**config.mk**
```make
export PLATFORM = sky130hd
export DESIGN_NAME = WbFifoTop
export DESIGN_NICKNAME = d
export VERILOG_FILES = /design/src/FifoPkg.sv /design/src/WbFifoTop.sv /design/src/StreamPopAdapter.sv /design/src/WbFifoRegs.sv /design/src/SyncFifoController.sv /design/src/SdpBramSlice.sv
export SDC_FILE = /design/constraint.sdc
export NUM_CORES = 1
export LEC_CHECK = 0
export CAP_MARGIN = 20
export CELL_PAD_IN_SITES_DETAIL_PLACEMENT = 1
export CELL_PAD_IN_SITES_GLOBAL_PLACEMENT = 2
export CORE_MARGIN = 5
export CORE_UTILIZATION = 50
export CTS_BUF_LIST = sky130_fd_sc_hd__clkbuf_8
export DETAILED_ROUTE_END_ITERATION = 12
export DONT_BUFFER_PORTS = 1
export GPL_ROUTABILITY_DRIVEN = 0
export MAX_ROUTING_LAYER = met4
export PLACE_DENSITY = 0.89
export SYNTH_ARGS = -nofsm -noshare
export SYNTH_HDL_FRONTEND = slang
export SYNTH_SLANG_ARGS = --single-unit
export TNS_END_PERCENT = 1
```
**constraint.sdc**
```tcl
create_clock -name iCLK -period 4.6 [get_ports iCLK]
set_clock_uncertainty 0.05 [all_clocks]
set_input_delay 0.69 -clock iCLK [delete_from_list [all_inputs] [get_ports iCLK]]
set_output_delay 0.69 -clock iCLK [all_outputs]
set_load 0.01 [all_outputs]
```
**src/FifoPkg.sv**
```systemverilog
`default_nettype none

package FifoPkg;

	// ----------------------------------------
	// widths and depths
	// ----------------------------------------
	// one fifo word, same as the wishbone data bus
	localparam int unsigned DataWidth = 16;
	// 16 entries, one always kept free
	localparam int unsigned FifoDepth = 16;
	localparam int unsigned AddrWidth = $clog2(FifoDepth);
	// memory split into byte slices
	localparam int unsigned SliceWidth = 8;
	localparam int unsigned SliceCount = DataWidth / SliceWidth;
	// word address on the bus
	localparam int unsigned WbAdrWidth = 2;

	// ----------------------------------------
	// vector types
	// ----------------------------------------
	typedef logic [DataWidth-1:0] tData;
	typedef logic [AddrWidth-1:0] tAddr;
	typedef logic [WbAdrWidth-1:0] tWbAdr;

	// register map
	localparam tWbAdr AdrData = 2'd0;
	localparam tWbAdr AdrStatus = 2'd1;

	// status word bit positions, all other bits read zero
	localparam int unsigned StTxFull = 0;
	localparam int unsigned StTxEmpty = 1;
	localparam int unsigned StRxFull = 2;
	localparam int unsigned StRxEmpty = 3;

	// bus side fsm
	typedef enum logic [1:0]
	{
		StIdle,
		StPopWait,
		StAck
	} tWbState;

endpackage

`default_nettype wire
```
**src/WbFifoTop.sv**
```systemverilog
`timescale 1ns/10ps
`default_nettype none

module WbFifoTop
(
	input wire logic iCLK,
	input wire logic inARST,
	// wishbone classic slave
	input wire logic wbCyc,
	input wire logic wbStb,
	input wire logic wbWe,
	input wire FifoPkg::tWbAdr wbAdr,
	input wire FifoPkg::tData wbDatW,
	output wire FifoPkg::tData wbDatR,
	output wire logic wbAck,
	// receive stream in
	input wire FifoPkg::tData rxData,
	input wire logic rxWe,
	output wire logic rxFull,
	// transmit stream out
	output wire FifoPkg::tData txData,
	output wire logic txValid,
	input wire logic txReady
);

	// ----------------------------------------
	// transmit path nets
	// ----------------------------------------
	wire logic txPush;
	wire FifoPkg::tData txPushData;
	wire logic txFifoFull;
	wire logic txFifoEmpty;
	wire logic txFifoPop;
	wire FifoPkg::tData txFifoRd;
	wire logic txFifoRvd;

	// receive path nets
	wire logic rxPop;
	wire FifoPkg::tData rxPopData;
	wire logic rxPopValid;
	wire logic rxFifoEmpty;

	// bus registers
	WbFifoRegs uRegs
	(
		.iCLK(iCLK),
		.inARST(inARST),
		.wbCyc(wbCyc),
		.wbStb(wbStb),
		.wbWe(wbWe),
		.wbAdr(wbAdr),
		.wbDatW(wbDatW),
		.wbDatR(wbDatR),
		.wbAck(wbAck),
		.txPush(txPush),
		.txPushData(txPushData),
		.txFull(txFifoFull),
		.txEmpty(txFifoEmpty),
		.rxPop(rxPop),
		.rxPopData(rxPopData),
		.rxPopValid(rxPopValid),
		.rxFull(rxFull),
		.rxEmpty(rxFifoEmpty)
	);

	// transmit fifo, bus in, adapter out
	SyncFifoController uTxFifo
	(
		.iCLK(iCLK),
		.inARST(inARST),
		.iWd(txPushData),
		.iWe(txPush),
		.oFull(txFifoFull),
		.oRd(txFifoRd),
		.iRe(txFifoPop),
		.oRvd(txFifoRvd),
		.oEmp(txFifoEmpty)
	);

	// receive fifo, overflow words dropped by its own gating
	SyncFifoController uRxFifo
	(
		.iCLK(iCLK),
		.inARST(inARST),
		.iWd(rxData),
		.iWe(rxWe),
		.oFull(rxFull),
		.oRd(rxPopData),
		.iRe(rxPop),
		.oRvd(rxPopValid),
		.oEmp(rxFifoEmpty)
	);

	// transmit stream driver
	StreamPopAdapter uTxAdapter
	(
		.iCLK(iCLK),
		.inARST(inARST),
		.fifoPop(txFifoPop),
		.fifoEmp(txFifoEmpty),
		.fifoRd(txFifoRd),
		.fifoRvd(txFifoRvd),
		.txData(txData),
		.txValid(txValid),
		.txReady(txReady)
	);

endmodule

`default_nettype wire

```
**src/StreamPopAdapter.sv**
```systemverilog
`timescale 1ns/10ps
`default_nettype none

module StreamPopAdapter
(
	input wire logic iCLK,
	input wire logic inARST,
	// fifo read side
	output logic fifoPop,
	input wire logic fifoEmp,
	input wire FifoPkg::tData fifoRd,
	input wire logic fifoRvd,
	// outgoing stream
	output FifoPkg::tData txData,
	output logic txValid,
	input wire logic txReady
);

	// one pop issued, word not back yet
	logic inFlight;
	// holder empty now or emptied at this edge
	logic holderFree;

	assign holderFree = ~txValid | txReady;

	// only one pop at a time
	// the word lands after the holder has drained
	assign fifoPop = holderFree & ~inFlight & ~fifoEmp;

	// ----------------------------------------
	// pop tracking
	// ----------------------------------------
	always_ff @(posedge iCLK or negedge inARST)
	begin
		if (!inARST)
		begin
			inFlight <= 1'b0;
		end
		else if (fifoPop)
		begin
			inFlight <= 1'b1;
		end
		else if (fifoRvd)
		begin
			inFlight <= 1'b0;
		end
	end

	// holder valid flag
	// load wins, the holder is always empty when the word returns
	always_ff @(posedge iCLK or negedge inARST)
	begin
		if (!inARST)
		begin
			txValid <= 1'b0;
		end
		else if (fifoRvd)
		begin
			txValid <= 1'b1;
		end
		else if (txReady)
		begin
			txValid <= 1'b0;
		end
	end

	// holder data, stable until the next returned word
	always_ff @(posedge iCLK)
	begin
		if (fifoRvd)
		begin
			txData <= fifoRd;
		end
	end

endmodule

`default_nettype wire

```
**src/WbFifoRegs.sv**
```systemverilog
`timescale 1ns/10ps
`default_nettype none

module WbFifoRegs
(
	input wire logic iCLK,
	input wire logic inARST,
	// wishbone classic slave
	input wire logic wbCyc,
	input wire logic wbStb,
	input wire logic wbWe,
	input wire FifoPkg::tWbAdr wbAdr,
	input wire FifoPkg::tData wbDatW,
	output FifoPkg::tData wbDatR,
	output logic wbAck,
	// transmit fifo push side
	output logic txPush,
	output FifoPkg::tData txPushData,
	input wire logic txFull,
	input wire logic txEmpty,
	// receive fifo pop side
	output logic rxPop,
	input wire FifoPkg::tData rxPopData,
	input wire logic rxPopValid,
	input wire logic rxFull,
	input wire logic rxEmpty
);

	FifoPkg::tWbState state;
	FifoPkg::tWbState stateNext;
	// valid bus request this cycle
	logic busReq;
	// read data register load
	logic datLoad;
	FifoPkg::tData datNext;
	// flags packed for the status register
	FifoPkg::tData statusWord;

	assign busReq = wbCyc & wbStb;

	// bus data goes straight to the fifo, push qualifies it
	assign txPushData = wbDatW;

	// ack lasts exactly the StAck cycle
	assign wbAck = (state == FifoPkg::StAck);

	// status word assembly
	always_comb
	begin
		statusWord = '0;
		statusWord[FifoPkg::StTxFull] = txFull;
		statusWord[FifoPkg::StTxEmpty] = txEmpty;
		statusWord[FifoPkg::StRxFull] = rxFull;
		statusWord[FifoPkg::StRxEmpty] = rxEmpty;
	end

	// ----------------------------------------
	// bus fsm
	// ----------------------------------------
	always_comb
	begin
		stateNext = state;
		txPush = 1'b0;
		rxPop = 1'b0;
		datLoad = 1'b0;
		datNext = '0;
		case (state)
			FifoPkg::StIdle:
			begin
				if (busReq && wbWe)
				begin
					// data write waits while tx is full, this is the stall
					if (wbAdr != FifoPkg::AdrData)
					begin
						stateNext = FifoPkg::StAck;
					end
					else if (!txFull)
					begin
						txPush = 1'b1;
						stateNext = FifoPkg::StAck;
					end
				end
				else if (busReq)
				begin
					if (wbAdr == FifoPkg::AdrData && !rxEmpty)
					begin
						// pop now, data comes back with rxPopValid
						rxPop = 1'b1;
						stateNext = FifoPkg::StPopWait;
					end
					else
					begin
						// status read, empty data read or unmapped address
						datLoad = 1'b1;
						if (wbAdr == FifoPkg::AdrStatus)
						begin
							datNext = statusWord;
						end
						stateNext = FifoPkg::StAck;
					end
				end
			end
			FifoPkg::StPopWait:
			begin
				// capture the popped word and finish the cycle
				if (rxPopValid)
				begin
					datLoad = 1'b1;
					datNext = rxPopData;
					stateNext = FifoPkg::StAck;
				end
			end
			FifoPkg::StAck:
			begin
				// strobe still high here, take no action on it
				stateNext = FifoPkg::StIdle;
			end
			default:
			begin
				stateNext = FifoPkg::StIdle;
			end
		endcase
	end

	// state register
	always_ff @(posedge iCLK or negedge inARST)
	begin
		if (!inARST)
		begin
			state <= FifoPkg::StIdle;
		end
		else
		begin
			state <= stateNext;
		end
	end

	// read data register
	always_ff @(posedge iCLK)
	begin
		if (datLoad)
		begin
			wbDatR <= datNext;
		end
	end

endmodule

`default_nettype wire

```
**src/SyncFifoController.sv**
```systemverilog
`timescale 1ns/10ps
`default_nettype none

module SyncFifoController
(
	input wire logic iCLK,
	input wire logic inARST,
	// write side
	input wire FifoPkg::tData iWd,
	input wire logic iWe,
	output logic oFull,
	// read side
	output wire FifoPkg::tData oRd,
	input wire logic iRe,
	output logic oRvd,
	output logic oEmp
);

	// ----------------------------------------
	// pointers
	// ----------------------------------------
	FifoPkg::tAddr wrPtr;
	FifoPkg::tAddr rdPtr;
	// write pointer one step ahead, used for full
	FifoPkg::tAddr wrPtrNext;
	// accepted write and read this cycle
	logic wrOk;
	logic rdOk;

	assign wrPtrNext = wrPtr + 1'b1;

	// full when the next write would land on the read pointer
	// so one entry always stays unused
	assign oFull = (wrPtrNext == rdPtr);
	// empty when both pointers meet
	assign oEmp = (wrPtr == rdPtr);

	// gate requests with the flags here
	// callers may raise iWe or iRe freely
	assign wrOk = iWe & ~oFull;
	assign rdOk = iRe & ~oEmp;

	// write pointer
	always_ff @(posedge iCLK or negedge inARST)
	begin
		if (!inARST)
		begin
			wrPtr <= '0;
		end
		else if (wrOk)
		begin
			wrPtr <= wrPtrNext;
		end
	end

	// read pointer
	always_ff @(posedge iCLK or negedge inARST)
	begin
		if (!inARST)
		begin
			rdPtr <= '0;
		end
		else if (rdOk)
		begin
			rdPtr <= rdPtr + 1'b1;
		end
	end

	// read valid strobe
	// high for exactly one cycle after each accepted pop,
	// lines up with the slice output register
	always_ff @(posedge iCLK or negedge inARST)
	begin
		if (!inARST)
		begin
			oRvd <= 1'b0;
		end
		else
		begin
			oRvd <= rdOk;
		end
	end

	// ----------------------------------------
	// memory slices
	// ----------------------------------------
	// each slice holds its own byte lane of the word
	// all slices share pointers and enables
	for (genvar g = 0; g < FifoPkg::SliceCount; g++)
	begin : genSlice
		SdpBramSlice
		#(
			.DataWidth(FifoPkg::SliceWidth),
			.AddrWidth(FifoPkg::AddrWidth)
		)
		uSlice
		(
			.iCLK(iCLK),
			// write lane
			.iWd(iWd[g*FifoPkg::SliceWidth +: FifoPkg::SliceWidth]),
			.iWa(wrPtr),
			.iWe(wrOk),
			// read lane
			.iRa(rdPtr),
			.iRe(rdOk),
			.oRd(oRd[g*FifoPkg::SliceWidth +: FifoPkg::SliceWidth])
		);
	end

endmodule

`default_nettype wire

```
**src/SdpBramSlice.sv**
```systemverilog
`timescale 1ns/10ps
`default_nettype none

module SdpBramSlice
#(
	parameter int unsigned DataWidth = FifoPkg::SliceWidth,
	parameter int unsigned AddrWidth = FifoPkg::AddrWidth
)
(
	input wire logic iCLK,
	// write side
	input wire logic [DataWidth-1:0] iWd,
	input wire FifoPkg::tAddr iWa,
	input wire logic iWe,
	// read side
	input wire FifoPkg::tAddr iRa,
	input wire logic iRe,
	output logic [DataWidth-1:0] oRd
);

	// one entry per pointer value
	localparam int unsigned Depth = 1 << AddrWidth;

	// storage array
	logic [DataWidth-1:0] mem [0:Depth-1];

	// write port
	always_ff @(posedge iCLK)
	begin
		if (iWe)
		begin
			mem[iWa] <= iWd;
		end
	end

	// registered read, word valid the cycle after iRe
	always_ff @(posedge iCLK)
	begin
		if (iRe)
		begin
			oRd <= mem[iRa];
		end
	end

endmodule

`default_nettype wire

```
==> impl_metrics.py, run 1 <==
metrics = {
    "run_status": {
        "status": "complete, no violations",
    },
    "grt": {
        "grt_overflow": 0,
        "grt_usage": 0.242,
        "grt_pass1_vias": 12900,
        "grt_pass1_wl_mm": 85.8,
        "grt_max_degree": 53,
        "antenna_found_initial": 1,
    },
    "route": {
        "postRouteAntennaNets": 0,
        "via_per_inst": 6.12,
        "drt_wl_total_mm": 59.0,
        "drcViolationCount": 0,
        "dr_total_vias": 11900,
        "drtIter0Drc": 1111,
        "routedWlPerCell_um": 30.3,
        "first_pass_iters": 5,
    },
    "final_layout": {
        "final_area_mm2": 0.0259,
        "syn_to_final_growth_pct": 12.1,
        "seqCellArea_mm2": 0.0179,
        "final_cell_mix": "576 x edfxtp_1, 128 x mux2i_1, 100 x clkbuf_8",
        "n_fill_cell": 3983,
        "fin_cells": 1947,
        "final_common_cell": "edfxtp_1",
        "drive_above_1_share": 0.175,
        "final_nets": 1320,
        "post-route-util": 0.569,
        "multi_input_area_mm2": 0.00503,
    },
    "logic_synthesis": {
        "yosysTopAreaCell": "edfxtp_1",
        "synth_cell_type_count": 49,
        "syn_avg_cell_area_um2": 19.6,
        "synth.top_cell.area_share": 0.748,
        "synth_edf_count": 576,
        "synth_area_mm2": 0.0231,
        "synth_nets": 1230,
        "ys.flop_type": "edfxtp_1",
        "synthArstFlopShare": 0.0368,
        "syn-instance-count": 1179,
        "synth_seq_area_share": 0.772,
        "yosysWarningCount": 0,
        "netlist_top_cells_area": "edfxtp_1 75%, mux4_2 6.2%, mux2i_1 5.5%",
        "ys_ff_latch": 598,
    },
    "job": {
        "drv_cap": 0,
    },
    "power": {
        "p_leak_nw": 8.45,
        "total_power_mw": 12.9,
        "peakVddDrop_uv": 372,
        "powerDensity_mw_per_mm2": 496,
    },
    "die": {
        "start_util": 0.507,
        "io_pins": 76,
        "fp.coreArea_mm2": 0.0456,
        "die_h_um": 225,
        "die_area_mm2": 0.0507,
        "floorplan.rows": 78,
        "die_x_um": 225,
    },
    "worst_setup_path": {
        "arrival_ps": 2930,
        "path_max_fanout": 16,
        "startpoint_type": "register",
        "worst-setup-path-type": "reg -> out",
        "end_kind": "output pin",
        "cp_data_required_time_ps": 3860,
    },
    "clock_tree": {
        "cts_made_buffers": 94,
        "cts_max_level": 3,
        "cts_resized": 0,
        "numClockSinks": 598,
        "clkTransAtPathRegs_ps": 60,
        "cts_tree": "yes",
        "clk_latency_ps": 680,
        "post_cts_buffers": 0,
        "root_buffer": "clkbuf_8",
        "hold_buffers": 23,
        "clk_path_buf_depth": 3,
    },
    "place": {
        "placed_area_mm2": 0.0239,
        "dpl.hpwl_mm": 35.2,
        "dp_cells": 1748,
        "port_buffers": 0,
        "dpl_worst_slack_ps": 1200,
    },
    "timing": {
        "tns_ps": 0,
        "worst_slew_pin_slew_ps": 1080,
        "hold_viol_final": 0,
        "rsz0062_at_grt": "false",
        "fmax_mhz": 273,
        "fin_crit_sh": 0.798,
        "setup-violations-final": 0,
        "timing.hold.ws_ps": 59.9,
        "timing.final.ws_setup_ps": 931,
        "min_period_ps": 3670,
        "drv_slew": 0,
        "maxSlewHeadroom": 0.279,
    },
    "worst_hold_path": {
        "holdCritPathClass": "in -> reg",
    },
}
critical path: stages (launching register included):
cell and delay, ps:
dfrtp_1 950, xor2_1 220, or3_1 500, nor2_2 580
worst paths after layout:
kind	startpoint	depth (start not counted)	to	slack, ps
min in group asynchronous	inARST	2	uRxFifo.rdPtr[0]	400
max in group asynchronous	inARST	2	uTxFifo.rdPtr[0]	3920
worst max register to register	uTxFifo.wrPtr[2]	4	uTxFifo.genSlice[0].uSlice.mem[9][3]	1110
worst min register to register	uTxFifo.genSlice[1].uSlice.oRd[1]	0	uTxAdapter.txData[9]	370
worst max-delay path	uRxFifo.rdPtr[1]	3	rxFull	930
worst min-delay path	wbDatW[8]	0	uTxFifo.genSlice[1].uSlice.mem[13][0]	60
metal layers:
metal	GRT usage	vias up	share of wire
met2	0.413	531	0.52
li1	-	5052	-
met5	-	-	0
met3	0.0611	143	0.076
met4	0.0919	0	0.038
met1	0.277	6180	0.37
synth_stat cells, types with 12 or more instances:
cell,number
inv_1,12
clkbuf_1,32
a22oi_1,32
edfxtp_1,576
dfrtp_1,22
a221oi_1,64
nand2_1,45
xnor2_1,18
buf_2,24
mux4_2,64
and2_1,23
mux2i_1,128
o21ai_0,38
where the power goes:
part	leakage, nW	internal [mW]	switching [mW]
combinational	1.96	0.832	1.21
sequential	5.47	6.33	0.256
clock	1.02	2.18	2.05
final cells by class:
cell class	instances	area share
multi-input combinational	507	0.194
antenna	1	0.0000965
timing repair buffer	55	0.0186
inverter	13	0.00188
clock buffer	100	0.0531
sequential	598	0.689
tap	600	0.0290
clock inverter	73	0.0147
cell families (layout without fill, tap and decap cells):
family	count (synthesis)	in the layout	synth area share
AOI/OAI and AO/OA	149	149	0.0487
xor gates and xnor gates	24	24	0.00974
adders and majority gates	10	10	0.00541
buffers and inverters	74	241	0.0143
DFF	598	598	0.772
muxes	196	196	0.120
other	0	1	0
and+or+nand+nor	128	128	0.0304
registers in the layout, summed over array words and instances (netlist names):
register	flops
uRxFifo.oRvd	1
uRxFifo.wrPtr	4
uTxFifo.genSlice.uSlice.mem	256
uTxFifo.rdPtr	4
uRxFifo.genSlice.uSlice.oRd	16
uTxAdapter.inFlight	1
uTxFifo.oRvd	1
uRegs.state	2
uRegs.wbDatR	16
uTxAdapter.txValid	1
uTxAdapter.txData	16
uTxFifo.wrPtr	4
uTxFifo.genSlice.uSlice.oRd	16
uRxFifo.rdPtr	4
uRxFifo.genSlice.uSlice.mem	256
Power figures use the tool's default switching activity.
==> inputs of run 2 (changes only) <==
Settings changed: ABC_AREA from default to 1, CORE_UTILIZATION 50 to 42, PLACE_DENSITY 0.89 to 0.87.
Clock period 4.6 ns to 3.09 ns, I/O delays scaled along.
==> run 2 against run 1 <==
Register-to-register slack got worse by 760 ps; combinational power fell by 51%; clock power rose by 55%; core utilization fell by 8.2 points; non-clock buffer count rose by 47; critical path type unchanged; largest cell class unchanged; largest power group unchanged; highest routed layer unchanged.
==> impl_metrics.py, run 2 <==
metrics = {
    "clock_tree": {
        "clkTransAtPathRegs_ps": 60,
        "cts_tree": "yes",
        "clk_latency_ps": 700,
        "root_buffer": "clkbuf_8",
        "clk_path_buf_depth": 3,
        "cts_resized": 0,
        "cts_max_level": 3,
        "hold_buffers": 37,
        "cts_made_buffers": 99,
        "numClockSinks": 598,
        "post_cts_buffers": 0,
    },
    "worst_hold_path": {
        "hold_end": "uRxFifo.rdPtr[2]",
        "holdCritPathClass": "in -> reg",
        "worstHoldPathCells": 4,
        "hp-start": "wbAdr[0]",
    },
    "worst_setup_path": {
        "r2r_slack_ps": 350,
        "r2r_end": "uTxFifo.genSlice[1].uSlice.mem[14][7]",
        "startpoint_type": "register",
        "critPathBufInv": 2,
        "cp_data_required_time_ps": 2580,
        "crit_chain": "ha_1, inv_1, nand2_1, nand3_1, nand2_1, nor2_2, nand2_2, inv_1",
        "end_kind": "output pin",
        "r2r_cells": 12,
        "cp_top_family": "simple AND/OR/NAND/NOR gates",
        "cp_slowest_cell": "dfrtp_1",
        "path_max_fanout": 6,
        "rr_startpoint": "uTxFifo.wrPtr[0]",
        "arrival_ps": 2300,
        "cpPeakStageDelay_ps": 440,
        "worst-setup-path-type": "reg -> out",
    },
    "grt": {
        "antenna_found_initial": 2,
        "grt_pass1_vias": 16000,
        "grt_max_degree": 115,
        "grt_overflow": 0,
        "grt_pass1_wl_mm": 97.7,
        "grt_usage": 0.219,
    },
    "logic_synthesis": {
        "synth_edf_count": 576,
        "syn_avg_cell_area_um2": 12.9,
        "yosysMostFrequentCell": "edfxtp_1",
        "yosysTopAreaCell": "edfxtp_1",
        "synth_top_cells_by_count": "576 x edfxtp_1, 302 x nand2_1, 213 x nor2_1",
        "ys.flop_type": "edfxtp_1",
        "synthArstFlopShare": 0.0368,
        "syn-instance-count": 1825,
        "synth_nets": 1876,
        "synth_area_mm2": 0.0235,
        "synth_seq_area_share": 0.758,
        "ys_ff_latch": 598,
        "synth_cell_type_count": 29,
        "synth.top_cell.area_share": 0.735,
        "netlist_top_cells_area": "edfxtp_1 73%, nand2_1 4.8%, o21ai_0 4.1%",
        "yosysWarningCount": 0,
    },
    "die": {
        "fp.coreArea_mm2": 0.0553,
        "die_x_um": 247,
        "floorplan.rows": 86,
        "die_h_um": 247,
        "die_area_mm2": 0.0609,
        "start_util": 0.426,
        "io_pins": 76,
    },
    "final_layout": {
        "syn_to_final_growth_pct": 14.4,
        "multi_input_area_mm2": 0.00502,
        "n_fill_cell": 5724,
        "fin_cells": 2762,
        "reg_top3": "uRxFifo.genSlice.uSlice.mem: 256 flops, uTxFifo.genSlice.uSlice.mem: 256 flops",
        "final_cell_mix": "576 x edfxtp_1, 302 x nand2_1, 197 x nor2_1",
        "final_common_cell": "edfxtp_1",
        "seqCellArea_mm2": 0.0179,
        "drive_above_1_share": 0.119,
        "final_nets": 1982,
        "post-route-util": 0.487,
    },
    "route": {
        "drtIter0Drc": 1153,
        "drt_wl_total_mm": 65.4,
        "dr_total_vias": 15100,
        "via_per_inst": 5.46,
        "drcViolationCount": 0,
        "routedWlPerCell_um": 23.7,
        "first_pass_iters": 5,
        "postRouteAntennaNets": 0,
    },
    "timing": {
        "setup-violations-final": 0,
        "worst_slew_pin_slew_ps": 1080,
        "min_period_ps": 2820,
        "drv_slew": 0,
        "timing.hold.ws_ps": 77.1,
        "fmax_mhz": 355,
        "tns_ps": 0,
        "rsz0062_at_grt": "false",
        "fin_crit_sh": 0.912,
        "timing.final.ws_setup_ps": 272,
        "maxSlewHeadroom": 0.277,
        "hold_viol_final": 0,
    },
    "place": {
        "dp_cells": 2541,
        "dpl.hpwl_mm": 40.8,
        "dpl_worst_slack_ps": 409,
        "port_buffers": 0,
    },
    "job": {
        "drv_cap": 0,
    },
    "power": {
        "peakVddDrop_uv": 476,
        "p_leak_nw": 9.34,
        "powerDensity_mw_per_mm2": 625,
    },
    "run_status": {
        "status": "complete, no violations",
    },
}
## run 2: cell count changes after synthesis, moves of 43 or more
cell      change
o211ai_1     +43
nand3_1      +84
mux4_2       -64
a221oi_1     -64
a21oi_1      +75
nor2_1      +205
nand2_1     +257
inv_1        +69
mux2i_1     -128
o21ai_0     +154
## run 2: power by group
| group | switching, mW | internal (mW) | leakage (nW) |
|---|---|---|---|
| registers | 0.101 | 9.21 | 5.43 |
| clock network | 3.19 | 3.33 | 1.06 |
| logic | 0.753 | 0.242 | 2.85 |
| total | 4.04 | 12.8 | 9.34 |
## run 2: kinds of logic (layout without fill, tap and decap cells)
family,after synthesis,count (layout),synth area share
DFF,598,598,0.758
AOI/OAI and AO/OA,341,341,0.0784
other,0,3,0
adders and majority gates,10,10,0.00532
xor gates and xnor gates,11,11,0.00409
and+or+nand+nor,679,679,0.120
buffers and inverters,186,372,0.0335
## run 2: per-layer routing
metal | up-vias | global-route usage | wire [um]
li1 | 6804 | - | -
met1 | 7664 | 0.255 | 25300
met2 | 469 | 0.371 | 33400
met3 | 140 | 0.0416 | 3680
met4 | 0 | 0.102 | 3040
met5 | - | - | 0
## run 2: area by class of cell
cell class              count  area share
clock buffers             102      0.0521
repair buffers            102      0.0350
diodes                      3    0.000279
well taps                 748      0.0347
flip-flops and latches    598       0.663
inverters                  89      0.0125
multi-input cells        1041       0.186
clock inverters            79      0.0161
## run 2: metrics by stage
| stage | cell area [um^2] | power, mW |
|---|---|---|
| 6_report | 26900 | 16.8 |
| 5_1_grt | 26900 | 17.5 |
| 4_1_cts | 26900 | 17.0 |
| 3_5_place_dp | 24700 | 10.3 |
| 3_3_place_gp | 24700 | 10.3 |
| 2_1_floorplan | 23500 | 9.93 |
## run 2: worst min-delay path: cells and delay by family
family | cells | cell delay (ps)
AOI/OAI and AO/OA | 1 | 80
and+or+nand+nor | 3 | 240
## run 2: worst max-delay path by stage
stage                          start                               endpoint  cells past startpoint  slack (ps)
finish              uRxFifo.wrPtr[1]                                 rxFull                      8         270
global route        uRxFifo.wrPtr[1]                                 rxFull                      8          50
CTS                 uRxFifo.wrPtr[1]                                 rxFull                      8         170
detailed placement  uTxFifo.wrPtr[0]  uTxFifo.genSlice[1].uSlice.mem[14][7]                     12         410
global placement    uTxFifo.wrPtr[0]  uTxFifo.genSlice[1].uSlice.mem[14][1]                     12         540
floorplan           uRxFifo.wrPtr[0]   uRxFifo.genSlice[0].uSlice.mem[0][0]                      9          70
